===== config.mk =====
export PLATFORM = sky130hd
export DESIGN_NAME = wb_decoder
export DESIGN_NICKNAME = d
export VERILOG_FILES = /design/src/design/soc_pkg.sv /design/src/design/wb_decoder.sv
export VERILOG_INCLUDE_DIRS = /design/src /design/src/design
export SDC_FILE = /design/constraint.sdc
export NUM_CORES = 1
export LEC_CHECK = 0
export CAP_MARGIN = 20
export CORE_AREA = 10 10 117 119
export DETAILED_ROUTE_END_ITERATION = 7
export DIE_AREA = 0 0 127 129
export DONT_BUFFER_PORTS = 1
export GPL_ROUTABILITY_DRIVEN = 0
export PLACE_DENSITY = 0.33
export SLEW_MARGIN = 20
export SYNTH_ARGS = -nofsm -noshare
export SYNTH_HDL_FRONTEND = slang
export SYNTH_SLANG_ARGS = --single-unit

===== constraint.sdc =====
create_clock -name vclk -period 3.2
set_input_delay 0.64 -clock vclk [all_inputs]
set_output_delay 0.64 -clock vclk [all_outputs]
set_load 0.01 [all_outputs]

===== src/design/soc_params.svh =====
// ================================================
// SoC memory map, RAM geometry and RAM timing
// ================================================
`ifndef SOC_PARAMS_SVH
`define SOC_PARAMS_SVH

// ================================================
// Memory map, regions matched on adr[31:28]
// ================================================
`define SOC_RAM_BASE    32'h8000_0000
`define SOC_CLINT_BASE  32'h3000_0000

// ================================================
// Main RAM
// ================================================
// 32-bit words per cache line (16 bytes)
`define SOC_LINE_WORDS  4
// Lines in the array, 4 KB in total
`define SOC_RAM_LINES   256
// Cycles from an accepted read to its first ack
`define SOC_RAM_LATENCY 4

// ================================================
// CLINT register offsets (low word, high word at +4)
// ================================================
`define SOC_CLINT_MSIP     16'h0000
`define SOC_CLINT_MTIMECMP 16'h4000
`define SOC_CLINT_MTIME    16'hBFF8

`endif

===== src/design/soc_pkg.sv =====
// ================================================
// Shared Wishbone bus types and FSM encodings
// ================================================
package soc_pkg;

  // ================================================
  // Wishbone B4 bus
  // ================================================

  // Cycle type identifier, B4 encoding
  typedef enum logic [2:0] {
    CTI_CLASSIC = 3'b000,
    CTI_INCR    = 3'b010,
    CTI_EOB     = 3'b111
  } wb_cti_e;

  // Master to slave
  typedef struct packed {
    logic        cyc;
    logic        stb;
    logic        we;
    logic [31:0] adr;
    logic [31:0] dat;
    logic [3:0]  sel;
    wb_cti_e     cti;
  } wb_req_t;

  // Slave to master, rty and stall not used
  typedef struct packed {
    logic [31:0] dat;
    logic        ack;
    logic        err;
  } wb_rsp_t;

  // ================================================
  // Decoder and slave encodings
  // ================================================

  // Target of the current access
  typedef enum logic [1:0] {
    SEL_RAM,
    SEL_CLINT,
    SEL_NONE
  } slave_sel_e;

  // RAM slave read sequencing
  typedef enum logic [1:0] {
    RAM_IDLE,
    RAM_WAIT,
    RAM_BURST
  } ram_state_e;

endpackage


===== src/design/wb_decoder.sv =====
// ================================================
// Wishbone address decoder with response combining
// ================================================
`timescale 1ns/100ps
`include "soc_params.svh"

module wb_decoder (
  // Bus master side
  input  soc_pkg::wb_req_t wb_req_i,
  output soc_pkg::wb_rsp_t wb_rsp_o,
  // Main RAM slave
  output soc_pkg::wb_req_t ram_req_o,
  input  soc_pkg::wb_rsp_t ram_rsp_i,
  // CLINT slave
  output soc_pkg::wb_req_t clint_req_o,
  input  soc_pkg::wb_rsp_t clint_rsp_i
);
  import soc_pkg::*;

  // Region bases, only the top nibble is compared
  localparam logic [31:0] RAM_BASE   = `SOC_RAM_BASE;
  localparam logic [31:0] CLINT_BASE = `SOC_CLINT_BASE;

  slave_sel_e sel;

  // ================================================
  // Region classification
  // ================================================
  always_comb begin
    if (wb_req_i.adr[31:28] == RAM_BASE[31:28]) begin
      sel = SEL_RAM;
    end else if (wb_req_i.adr[31:28] == CLINT_BASE[31:28]) begin
      sel = SEL_CLINT;
    end else begin
      sel = SEL_NONE;
    end
  end

  // ================================================
  // Request routing
  // ================================================
  // Payload goes to both slaves
  // Handshake only to the selected one
  always_comb begin
    ram_req_o       = wb_req_i;
    ram_req_o.cyc   = wb_req_i.cyc && (sel == SEL_RAM);
    ram_req_o.stb   = wb_req_i.stb && (sel == SEL_RAM);

    clint_req_o     = wb_req_i;
    clint_req_o.cyc = wb_req_i.cyc && (sel == SEL_CLINT);
    clint_req_o.stb = wb_req_i.stb && (sel == SEL_CLINT);
  end

  // ================================================
  // Response combining
  // ================================================
  always_comb begin
    wb_rsp_o = '0;
    case (sel)
      SEL_RAM: begin
        wb_rsp_o = ram_rsp_i;
      end
      SEL_CLINT: begin
        wb_rsp_o = clint_rsp_i;
      end
      default: begin
        // Unmapped, error in the same cycle
        // Data stays zero
        wb_rsp_o.err = wb_req_i.cyc && wb_req_i.stb;
      end
    endcase
  end

endmodule


==> impl_metrics.py <==
metrics = {
    "cts": {
        "post-cts-setup-buffers": 0,
        "cts_hold_buf": 0,
        "postCtsResizedCells": 0,
    },
    "critical_path": {
        "cp.arrival_ns": 1.79,
        "crit_type": "primary input to primary output",
        "crit_required_ns": 2.56,
        "path_max_fanout": 37,
        "end_kind": "primary output",
        "critPathCapture": "wb_rsp_o[0]",
        "start_kind": "primary input",
        "startpoint": "wb_req_i[67]",
    },
    "grt": {
        "first_global_vias": 708,
        "grt_max_degree": 38,
        "grt_pass1_wl_mm": 6.09,
        "antenna_found_initial": 0,
        "track_usage": 0.0490,
        "gr-total-overflow": 0,
    },
    "hold_path": {
        "hold_path_class": "primary input to primary output",
    },
    "sta": {
        "max_freq_ghz": 0.412,
        "rsz0062_at_grt": "false",
        "tns_ns": 0,
        "finalSetupViolations": 0,
        "slew_headroom": 0.727,
        "final-hold-violation-count": 0,
        "slew_violations": 0,
        "final.min_clock_period_ns": 2.43,
        "worst_slew_pin_slew_ns": 0.409,
        "fin_crit_sh": 0.759,
    },
    "layout": {
        "num-fill-cells": 1344,
        "final_cell_mix": "33 x a22o_1, 4 x and2_1, 3 x buf_4",
        "register_area_um2": 0,
        "fin_cells": 188,
        "diodes": 0,
        "clock_buffers": 0,
        "area_growth_pct": -60.9,
        "flops_and_latches": 0,
        "utilization": 0.0515,
        "final_common_cell": "a22o_1",
        "finalNetCount": 189,
        "drive_gt1_frac": 0.111,
        "stdcell_area_um2": 583,
    },
    "floorplan": {
        "die_w_um": 127,
        "io_pins": 324,
        "rows": 39,
        "die_area_um2": 16400,
        "start_util": 0.132,
        "chipHeight_um": 129,
        "core-area_um2": 11300,
    },
    "run": {
        "max-cap-violations": 0,
    },
    "detailed_routing": {
        "top_layer": "met4",
        "drc": 0,
        "via_count": 635,
        "routedWlPerCell_um": 25.9,
        "via_per_inst": 3.38,
        "firstDrtPassIters": 4,
        "wl_met2_mm": 2.14,
        "drtAntennaViolNets": 0,
        "wl_met1_mm": 1.35,
        "dr_wl_met3_um": 915,
        "routed_wl_mm": 4.87,
        "drt_iter0_markers": 18,
    },
    "place": {
        "dpl_cell_area_um2": 583,
        "place_hpwl_mm": 4.28,
        "placement.io_buffers": 0,
        "dp.cells": 188,
    },
    "synth": {
        "yosys.area.top_type_share": 0.741,
        "ys.warnings.count": 0,
        "syn_inst": 193,
        "ys_seq_area_frac": 0,
        "synth_area_leader_cell": "buf_4",
        "synth.avg_cell_area_um2": 7.72,
        "synth_area_um2": 1490,
        "mappedNetlistNets": 335,
        "synth_cell_types": 9,
        "synth_area_leaders": "buf_4 74%, a22o_1 19%, and2_1 1.7%",
    },
    "power_and_ir_drop": {
        "vdd.ir_drop.worst_mv": 0.0129,
        "power_mw": 0.0413,
        "cellPowerDensity_nw_per_um2": 70.9,
        "power.static_leakage_nw": 0.167,
    },
    "status": {
        "status": "complete, no violations",
    },
}
[synth_stat cells]
| master | count |
|---|---|
| a221o_1 | 1 |
| buf_4 | 147 |
| and2_1 | 4 |
| nor4bb_1 | 1 |
| nand2_1 | 1 |
| buf_2 | 4 |
| a22o_1 | 33 |
| nor3_1 | 1 |
| nor4b_4 | 1 |
[logic make-up (layout without fill, tap and decap cells)]
logic type	Yosys count	count (layout)	share of synthesized area
and+or+nand+nor	8	8	0.0453
buffers and inverters	151	3	0.754
AOI/OAI and AO/OA	34	34	0.201
[final cells by class]
type | instances | area [um^2] | share of cell area
multi-input combinational | 42 | 382 | 0.655
tap | 143 | 179 | 0.307
timing repair buffer | 3 | 22.5 | 0.0386
[worst max-delay path, cell delays in order]
cell and delay (ns):
nor4b_4 0.25, buf_4 0.39, nor3_1 0.12, a221o_1 0.35
[stage by stage]
step,setup slack [ns],hold WS (ns)
detailed placement,0.741,1.28
finish,0.772,1.28
global placement,0.758,1.28
global route,0.695,1.28
CTS,0.737,1.28
floorplan,1.06,1.37
[metal layers]
metal | global-route usage | up-vias
li1 | - | 207
met1 | 0.0410 | 269
met2 | 0.0778 | 89
met3 | 0.0300 | 70
met4 | 0.0509 | 0
met5 | 0 | -
[where the power goes]
part	internal (mW)	switching, mW
registers	0	0
clock network	0	0
logic	0.0158	0.0255
[worst min-delay path by stage]
| stage | start | end | cells past startpoint |
|---|---|---|---|
| finish | wb_req_i[21] | clint_req_o[21] | 0 |
| global route | wb_req_i[22] | ram_req_o[22] | 0 |
| CTS | wb_req_i[25] | clint_req_o[25] | 0 |
| detailed placement | wb_req_i[25] | clint_req_o[25] | 0 |
| global placement | wb_req_i[25] | clint_req_o[25] | 0 |
| floorplan | wb_req_i[0] | clint_req_o[0] | 1 |
(Power assumes the default switching activity.)
