[src/design/soc_params.svh]
// ================================================
// SoC memory map, RAM geometry and RAM timing
// ================================================
`ifndef SOC_PARAMS_SVH
`define SOC_PARAMS_SVH

// ================================================
// Memory map, regions matched on adr[31:28]
// ================================================
`define SOC_RAM_BASE    32'h8000_0000
`define SOC_CLINT_BASE  32'h3000_0000

// ================================================
// Main RAM
// ================================================
// 32-bit words per cache line (16 bytes)
`define SOC_LINE_WORDS  4
// Lines in the array, 4 KB in total
`define SOC_RAM_LINES   256
// Cycles from an accepted read to its first ack
`define SOC_RAM_LATENCY 4

// ================================================
// CLINT register offsets (low word, high word at +4)
// ================================================
`define SOC_CLINT_MSIP     16'h0000
`define SOC_CLINT_MTIMECMP 16'h4000
`define SOC_CLINT_MTIME    16'hBFF8

`endif
[src/design/soc_pkg.sv]
// ================================================
// Shared Wishbone bus types and FSM encodings
// ================================================
package soc_pkg;

  // ================================================
  // Wishbone B4 bus
  // ================================================

  // Cycle type identifier, B4 encoding
  typedef enum logic [2:0] {
    CTI_CLASSIC = 3'b000,
    CTI_INCR    = 3'b010,
    CTI_EOB     = 3'b111
  } wb_cti_e;

  // Master to slave
  typedef struct packed {
    logic        cyc;
    logic        stb;
    logic        we;
    logic [31:0] adr;
    logic [31:0] dat;
    logic [3:0]  sel;
    wb_cti_e     cti;
  } wb_req_t;

  // Slave to master, rty and stall not used
  typedef struct packed {
    logic [31:0] dat;
    logic        ack;
    logic        err;
  } wb_rsp_t;

  // ================================================
  // Decoder and slave encodings
  // ================================================

  // Target of the current access
  typedef enum logic [1:0] {
    SEL_RAM,
    SEL_CLINT,
    SEL_NONE
  } slave_sel_e;

  // RAM slave read sequencing
  typedef enum logic [1:0] {
    RAM_IDLE,
    RAM_WAIT,
    RAM_BURST
  } ram_state_e;

endpackage

[src/design/wb_clint_slave.sv]
// ================================================
// CLINT slave, mtime and mtimecmp timer plus msip
// ================================================
`timescale 1ns/100ps
`include "soc_params.svh"

module wb_clint_slave (
  input  logic             clk_i,
  input  logic             rst_ni,
  input  soc_pkg::wb_req_t wb_req_i,
  output soc_pkg::wb_rsp_t wb_rsp_o,
  output logic             timer_irq_o,
  output logic             sw_irq_o
);
  import soc_pkg::*;

  // Register offsets, high halves at +4
  localparam logic [15:0] OFF_MSIP   = `SOC_CLINT_MSIP;
  localparam logic [15:0] OFF_CMP_LO = `SOC_CLINT_MTIMECMP;
  localparam logic [15:0] OFF_CMP_HI = `SOC_CLINT_MTIMECMP + 16'h4;
  localparam logic [15:0] OFF_MT_LO  = `SOC_CLINT_MTIME;
  localparam logic [15:0] OFF_MT_HI  = `SOC_CLINT_MTIME + 16'h4;

  logic [63:0] mtime_q;
  logic [63:0] mtime_d;
  logic [63:0] mtimecmp_q;
  logic [63:0] mtimecmp_d;
  logic        msip_q;
  logic        msip_d;
  logic        req;
  logic        wr;
  logic [15:0] offs;
  logic [31:0] rdata;

  // Byte-lane merge of a write into a 32-bit half
  function automatic logic [31:0] merge_bytes(input logic [31:0] old_i,
                                              input logic [31:0] new_i,
                                              input logic [3:0]  sel_i);
    logic [31:0] res;
    res = old_i;
    for (int b = 0; b < 4; b++) begin
      if (sel_i[b]) begin
        res[b*8 +: 8] = new_i[b*8 +: 8];
      end
    end
    return res;
  endfunction

  assign req  = wb_req_i.cyc && wb_req_i.stb;
  assign wr   = req && wb_req_i.we;
  // Low bits only
  assign offs = wb_req_i.adr[15:0];

  // ================================================
  // Read mux
  // ================================================
  always_comb begin
    case (offs)
      OFF_MSIP:   rdata = {31'b0, msip_q};
      OFF_CMP_LO: rdata = mtimecmp_q[31:0];
      OFF_CMP_HI: rdata = mtimecmp_q[63:32];
      OFF_MT_LO:  rdata = mtime_q[31:0];
      OFF_MT_HI:  rdata = mtime_q[63:32];
      default:    rdata = '0;
    endcase
  end

  // ================================================
  // Register update
  // ================================================
  always_comb begin
    // Free-running count unless software writes it
    mtime_d    = mtime_q + 64'd1;
    mtimecmp_d = mtimecmp_q;
    msip_d     = msip_q;
    if (wr) begin
      case (offs)
        OFF_MSIP: begin
          if (wb_req_i.sel[0]) begin
            msip_d = wb_req_i.dat[0];
          end
        end
        OFF_CMP_LO: begin
          mtimecmp_d[31:0] = merge_bytes(mtimecmp_q[31:0], wb_req_i.dat, wb_req_i.sel);
        end
        OFF_CMP_HI: begin
          mtimecmp_d[63:32] = merge_bytes(mtimecmp_q[63:32], wb_req_i.dat, wb_req_i.sel);
        end
        // Written half replaces the count, other half held
        OFF_MT_LO: begin
          mtime_d = {mtime_q[63:32], merge_bytes(mtime_q[31:0], wb_req_i.dat, wb_req_i.sel)};
        end
        OFF_MT_HI: begin
          mtime_d = {merge_bytes(mtime_q[63:32], wb_req_i.dat, wb_req_i.sel), mtime_q[31:0]};
        end
        default: begin
          // Unused offsets ignore writes
        end
      endcase
    end
  end

  always_ff @(posedge clk_i or negedge rst_ni) begin
    if (!rst_ni) begin
      mtime_q    <= '0;
      mtimecmp_q <= '1;
      msip_q     <= 1'b0;
    end else begin
      mtime_q    <= mtime_d;
      mtimecmp_q <= mtimecmp_d;
      msip_q     <= msip_d;
    end
  end

  // Zero-wait response
  assign wb_rsp_o.dat = rdata;
  assign wb_rsp_o.ack = req;
  assign wb_rsp_o.err = 1'b0;

  // Level interrupts
  assign timer_irq_o = (mtime_q >= mtimecmp_q);
  assign sw_irq_o    = msip_q;

endmodule

[config.mk]
export PLATFORM = sky130hd
export DESIGN_NAME = wb_clint_slave
export DESIGN_NICKNAME = d
export VERILOG_FILES = /design/src/design/soc_pkg.sv /design/src/design/wb_clint_slave.sv
export VERILOG_INCLUDE_DIRS = /design/src /design/src/design
export SDC_FILE = /design/constraint.sdc
export NUM_CORES = 1
export LEC_CHECK = 0
export BUFFER_PORTS_ARGS = -buffer_cell sky130_fd_sc_hd__buf_2
export CORE_MARGIN = 3
export CORE_UTILIZATION = 52
export CTS_CLUSTER_SIZE = 40
export DETAILED_ROUTE_END_ITERATION = 12
export HOLD_SLACK_MARGIN = 0.02
export PLACE_DENSITY_LB_ADDON = 0.05
export SLEW_MARGIN = 10
export SYNTH_ARGS = -nofsm -noshare
export SYNTH_HDL_FRONTEND = slang
export SYNTH_SLANG_ARGS = --single-unit
[constraint.sdc]
create_clock -name clk_i -period 3.6 [get_ports clk_i]
set_input_delay 0.72 -clock clk_i [delete_from_list [all_inputs] [get_ports clk_i]]
set_output_delay 0.72 -clock clk_i [all_outputs]
set_load 0.005 [all_outputs]
==> impl_results.md, run 1 <==
* Clock Pin Slew Worst Setup and Hold Paths at about 60 ps
* Syn_nets at 1112
* WL/cell at ~21 um
* Worst Clk Skew at roughly 14 ps
* Global-route wire length before repair at about 43000 um
* Sequential area share after synthesis at about 37%
* DR vias/cell at between 6 and 7
* Ys Warns at 0
* CP max-delay cell: dfstp_2
* CP arrival at ~2800 ps
* Post-Syn Instances at roughly 970
* Worst EP required at 2880 ps
* Starting Density at a little over half
* Final Instance Count excl. Fillers at between 1000 and 1500
* Worst-path cell chain: inv_1, ha_1, a21o_1, a21oi_2, nand3_1, a211oi_4, o221a_2, o211ai_1, buf_2
* Worst flop-to-flop path startpoint: mtime_q[35]$_DFFE_PN0P_
* EDFF count, synth at 0
* Worst-Skew Late Latency at approximately 440 ps
* Top cell type's share of synthesized area at between 10% and 20%
* TritonCTS sink count at about 130
* Cell taking the most area after synthesis: dfstp_2
* Status: completed
* Min-Delay Path Class: input port to async pin
* Vias in the first global route at between 7000 and 8000
* Synth Flop Type: dfrtp_1
* Endpoints failing setup at 0
* Core Rows at 47
* CP Max Fanout at 3
* F_max at 283.1 MHz
* Crit-path max cell delay at approximately 550 ps
* Nets@finish at ~1200
* Synth area leaders: dfstp_2, dfrtp_1, ha_1
* Crit end category: output port
* DP Wirelength at about 20000 um
* CTS tree: built
* Port-buffer cells at 91
* Rel. slew slack at between 40% and 50%
* Cts-stage hold buffer count at 0
* GP Congestion at slightly above 0.9
* DP Cell Count at 1280
* DRC viols at 0
* I/O pins at 112
* Die ar. at 18900 um^2
* Total core area at between 15000 and 20000 um^2
* Peak VDD IR at ~0.37 mV
* Post-CTS Setup Bufs at 0
* WHS at between 300 and 400 ps
* Die W at between 100 and 150 um
* Final cycle utilization of the critical path at between 90% and 100%
* Remaining antenna violation count at 0
* Flop and latch count out of synthesis at about 130
* Total wire length at 27360 um
* Count leader, synth: nor2_1
* Detailed Routing Iterations Pass 1 at 6
* H-tree levels at 4
* Crit path kind: flop to output port
* Max Slew Vio Count at 0
* Yosys cell types at 67
* Ant. Diodes at 0
* Grt total ovfl at 0
* Tot GR Track Use at approximately 30%
* Die Height at 137.5 um
* Final hold vios at 0
* Kind of cell adding the most delay to the critical path: compound AO/OA/AOI/OAI gates
* Netlist Area Pre-Place at ~9000 um^2
* Post-synth ARST share at 100.0%
* Num CTS Buffers at 17
* Largest net degree at the start of global routing at 54
* Worst Setup SP: mtimecmp_q[14]$_DFFE_PN1P_
* Pleak at 0.004673 uW
* Max clock buf depth at 2
* Starting DRT DRC Count at 861
* Initial antenna violation count at 1
* Vias at between 8000 and 9000
* Worst slew pin tran at between 700 and 800 ps
* Crit path buf inv count at 2
* Fin crit period at 3533 ps
* Synth Area per Inst at ~9.3 um^2
* Startpoint types: flop
* Area grow syn2layout at 17.48%
* Max-Cap Viols at 0
* Share of cells above drive strength 1 at between 20 and 30%
* Cell area power density at about 330 nW/um^2
* Most frequent cells after synthesis: nor2_1, inv_1, dfrtp_1, ha_1, dfstp_2
* Root Buffer: clkbuf_16
-- what timing repair did --
action | in CTS | in global routing
endpoints found under the setup margin | 1 | 1
resized for setup | 1 | 15
endpoints found under the hold margin | 0 | 0
pin swaps | 0 | 4
-- cell usage in the layout, fill, tap and decap left out, drive strengths merged, types with 6 or more instances in the layout --
| master | n |
|---|---|
| dfstp | 64 |
| nand2 | 62 |
| inv | 72 |
| clkbuf | 24 |
| dfrtp | 65 |
| o211ai | 6 |
| a21o | 14 |
| o21ai | 28 |
| nand4 | 23 |
| nand3 | 49 |
| and4 | 15 |
| a21oi | 44 |
| a211oi | 39 |
| and3 | 23 |
| nor2 | 113 |
| a221o | 32 |
| a311oi | 16 |
| o221a | 6 |
| nor4 | 13 |
| buf | 128 |
| nor3 | 24 |
| mux2 | 55 |
| mux2i | 37 |
| ha | 65 |
-- stage by stage --
step | total power [uW] | cell area [um^2] | util, % | setup WS (ps) | setup TNS (ps)
final | 3479 | 10560 | 63.01 | 67.24 | 0
after global routing | 3594 | 10560 | 63.01 | -3.010 | -3.010
after CTS | 3501 | 10480 | 62.55 | 2.284 | 0
after detailed placement | 1708 | 9878 | 58.94 | 410.1 | 0
after global placement | 1706 | 9878 | 58.94 | 414.5 | 0
after floorplan | 1594 | 8989 | - | 621.3 | 0
-- report_power, final --
group	leakage, uW	switching [uW]	internal, uW
clock network	0.000288	674	1110
logic	0.00290	116	69.5
registers	0.00148	33.0	1470
-- per-layer routing --
layer / vias up / GRT usage [%] / wire (um)
met5: - / 0 / 7
met4: 2 / 8.315 / 464
met3: 39 / 6.866 / 2292
met2: 328 / 45.28 / 12230
met1: 3935 / 42.35 / 12360
li1: 3889 / - / -
-- flip-flops by register name, summed over array words and instances (netlist names) --
signal,flops
mtime_q,64
sw_irq_o,1
mtimecmp_q,64
-- cell type report --
| type | instances | area (um^2) |
|---|---|---|
| fill | 1500 | 6200 |
| multi-input combinational | 730 | 5341 |
| sequential | 129 | 3308 |
| timing repair buffer | 128 | 760.7 |
| clock buffer | 24 | 503.0 |
| tap | 220 | 275.3 |
| inverter | 72 | 270.3 |
| clock inverter | 8 | 101.3 |
-- cell families after synthesis --
| kind of cell | count (synthesis) | synth area share [%] |
|---|---|---|
| simple gates | 348 | 19.67 |
| compound gates | 222 | 18.28 |
| flops | 129 | 36.80 |
| buf+inv | 112 | 4.955 |
| mux | 92 | 11.01 |
| fa+ha+maj | 65 | 9.048 |
| xor+xnor | 2 | 0.1949 |
| other cells | 1 | 0.04172 |
-- worst register-to-register path: cells and delay by family, from the launching register on --
family          cells  cell delay [ps]
simple gates        4             1810
flops               1              520
compound gates      2              440
-- final timing paths --
kind                                               to  slack [ps]  cells after the start
max in group asynchronous  mtimecmp_q[21]$_DFFE_PN1P_        2400                      2
hold / removal                 mtime_q[9]$_DFFE_PN0P_         340                      1
hold reg to reg            mtimecmp_q[32]$_DFFE_PN1P_         500                      2
setup / recovery                          timer_irq_o          70                      9
min in group clk_i         mtimecmp_q[32]$_DFFE_PN1P_         500                      2
setup reg to reg              mtime_q[62]$_DFFE_PN0P_         740                      6
Note: power is estimated with default switching activity, not from simulation.
==> inputs of run 2 (changes only) <==
Settings changed: CORE_UTILIZATION 52 to 35.
==> impl_results.md, run 2 (synthesis gave the netlist of run 1 again) <==
* Cts-stage hold buffer count at 0 (unchanged)
* Largest net degree at the start of global routing at 70 (+30%)
* Finished Cell Area at 10890 um^2 (+3.1%)
* CP Max Fanout at 3 (unchanged)
* Total power draw at 3652 uW (+5.0%)
* Crit path kind: flop to output port
* Max-Cap Viols at 0 (unchanged)
* Die Height at 166.3 um (+21%)
* Area grow syn2layout at 21.10%
* Total core area at 25180 um^2 (+50%)
* Ant. Diodes at 0 (unchanged)
* Peak VDD IR at 0.2959 mV (-20%)
* Pleak at 0.004778 uW (+2.3%)
* Vias at 8189 (-0.049%)
* Num CTS Buffers at 17 (unchanged)
* Worst slew pin tran at 947.9 ps (+160.7 ps)
* CTS tree: built
* GP Congestion at 0.8459 (-7.8%)
* Root Buffer: clkbuf_16
* Rel. slew slack at 36.32% (-11 points)
* Startpoint types: flop
* Min-Delay Path Class: input port to async pin
* Status: completed
* Final hold vios at 0 (unchanged)
* Cell area power density at 335.5 nW/um^2 (+1.8%)
* TritonCTS sink count at 129 (unchanged)
* Starting Density at 35.70% (-18 points)
* Max Slew Vio Count at 0 (unchanged)
* Worst EP required at 2880 ps (about the same)
* Unrepaired setup endpoints after global routing: false
* F_max at 286.8 MHz (+1.3%)
* Die ar. at 27640 um^2 (+46%)
* Post-route setup slack at 113.1 ps (+45.87 ps)
* Worst-Skew Late Latency at 420 ps (-20 ps)
* Vias in the first global route at 8207 (+4.7%)
* Share of cells above drive strength 1 at 29.94% (+1.7 points)
* DRC viols at 0 (unchanged)
* Die W at 166.3 um (+21%)
* Setup TNS at 0 ps (unchanged)
* H-tree levels at 4 (unchanged)
* Max clock buf depth at 2 (unchanged)
* Tot GR Track Use at 22.15% (-7.6 points)
* DP Wirelength at 23220 um (+15%)
* Final Instance Count excl. Fillers at 1439 (+9.8%)
* Endpoints failing setup at 0 (unchanged)
* WL/cell at 21.38 um (+2.5%)
* Grt total ovfl at 0 (unchanged)
* Clock Pin Slew Worst Setup and Hold Paths at 60 ps (about the same)
* DP Cell Count at 1405 (+9.8%)
* Most frequent cells in the layout: nor2_1, buf_2, inv_1
* Remaining antenna violation count at 0 (unchanged)
* DR vias/cell at 5.691 (-8.9%)
* Placement-stage cell area at 10120 um^2 (+2.4%)
* I/O pins at 112 (unchanged)
* Commonest non-fill, non-tap cell in the layout: nor2_1
* Port-buffer cells at 91 (unchanged)
* Global-route wire length before repair at 48510 um (+12%)
* Pre-CTS setup slack at 157.0 ps (-253.1 ps)
* Core Rows at 58 (+23%)
* Detailed Routing Iterations Pass 1 at 5 (-1)
* CP arrival at 2770 ps (-40 ps)
* Worst Clk Skew at 12.27 ps (-2.144 ps)
* Final cycle utilization of the critical path at 96.86% (-1.3 points)
* Initial antenna violation count at 0 (-1)
* Fin crit period at 3487 ps (-45.87 ps)
* Crit end category: output port
* Starting DRT DRC Count at 480 (-44%)
* Total wire length at 30770 um (+12%)
* Nets@finish at 1238 (+1.6%)
==> run 2: changes by cell type in the layout (fill, tap and decap cells not counted), moves of 3 or more <==
cell / delta
clkbuf_1: -3
bufinv_16: +3
clkinv_4: +4
buf_4: +19
==> run 2: where the power goes <==
group          leakage (uW)  total [uW]  internal [uW]  switching [uW]
sequential          0.00148        1500           1470            27.4
combinational       0.00298         199           71.6             127
clock              0.000316        1960           1250             708
==> run 2: cell type report <==
cell class                 count  area [um^2]
clock inverter                13        211.5
multi-input combinational    730         5349
inverter                      72        270.3
tap                          330        412.9
clock buffer                  18        439.2
sequential                   129         3308
fill                        2520        14300
timing repair buffer         147        894.6
==> run 2: path summary, 6_finish.rpt <==
path,from,to,slack [ps],cells past startpoint
min in group clk_i,mtimecmp_q[32]$_DFFE_PN1P_,mtimecmp_q[32]$_DFFE_PN1P_,510,2
worst min register to register,mtimecmp_q[32]$_DFFE_PN1P_,mtimecmp_q[32]$_DFFE_PN1P_,510,2
worst max register to register,mtime_q[10]$_DFFE_PN0P_,mtime_q[51]$_DFFE_PN0P_,670,7
worst min-delay path,rst_ni,mtime_q[19]$_DFFE_PN0P_,340,1
max in group asynchronous,rst_ni,mtimecmp_q[36]$_DFFE_PN1P_,2330,2
worst max-delay path,mtimecmp_q[31]$_DFFE_PN1P_,timer_irq_o,110,8
==> run 2: stage by stage <==
| stage | hold WS (ps) | utilization [%] |
|---|---|---|
| 5_1_grt | 378.6 | 43.23 |
| 3_3_place_gp | 491.9 | 40.19 |
| 6_report | 341.4 | 43.23 |
| 4_1_cts | 363.4 | 43.17 |
| 3_5_place_dp | 498.5 | 40.19 |
| 2_1_floorplan | 424.4 | - |
==> run 2: worst max-delay path, stage by stage, from the launching register on <==
cell and delay, ps:
dfstp_2 540, inv_1 50, ha_1 300, nand4_1 160, or2_4 330, a2111o_1 320
o221a_2 240, o211ai_1 240, buf_2 170
==> run 2: layer usage <==
layer	global-route usage, %	vias up	wire length, um
li1	-	3909	-
met2	34.32	192	13620
met1	32.71	4061	15590
met3	3.832	27	1216
met4	4.448	0	342
met5	0	-	0
==> run 2: repair_timing <==
item                                    CTS  global route
pin swaps                                 5             3
gates resized for setup                  15             5
buffers inserted                          4             0
cloned                                    0             0
endpoints found under the setup margin    1             1
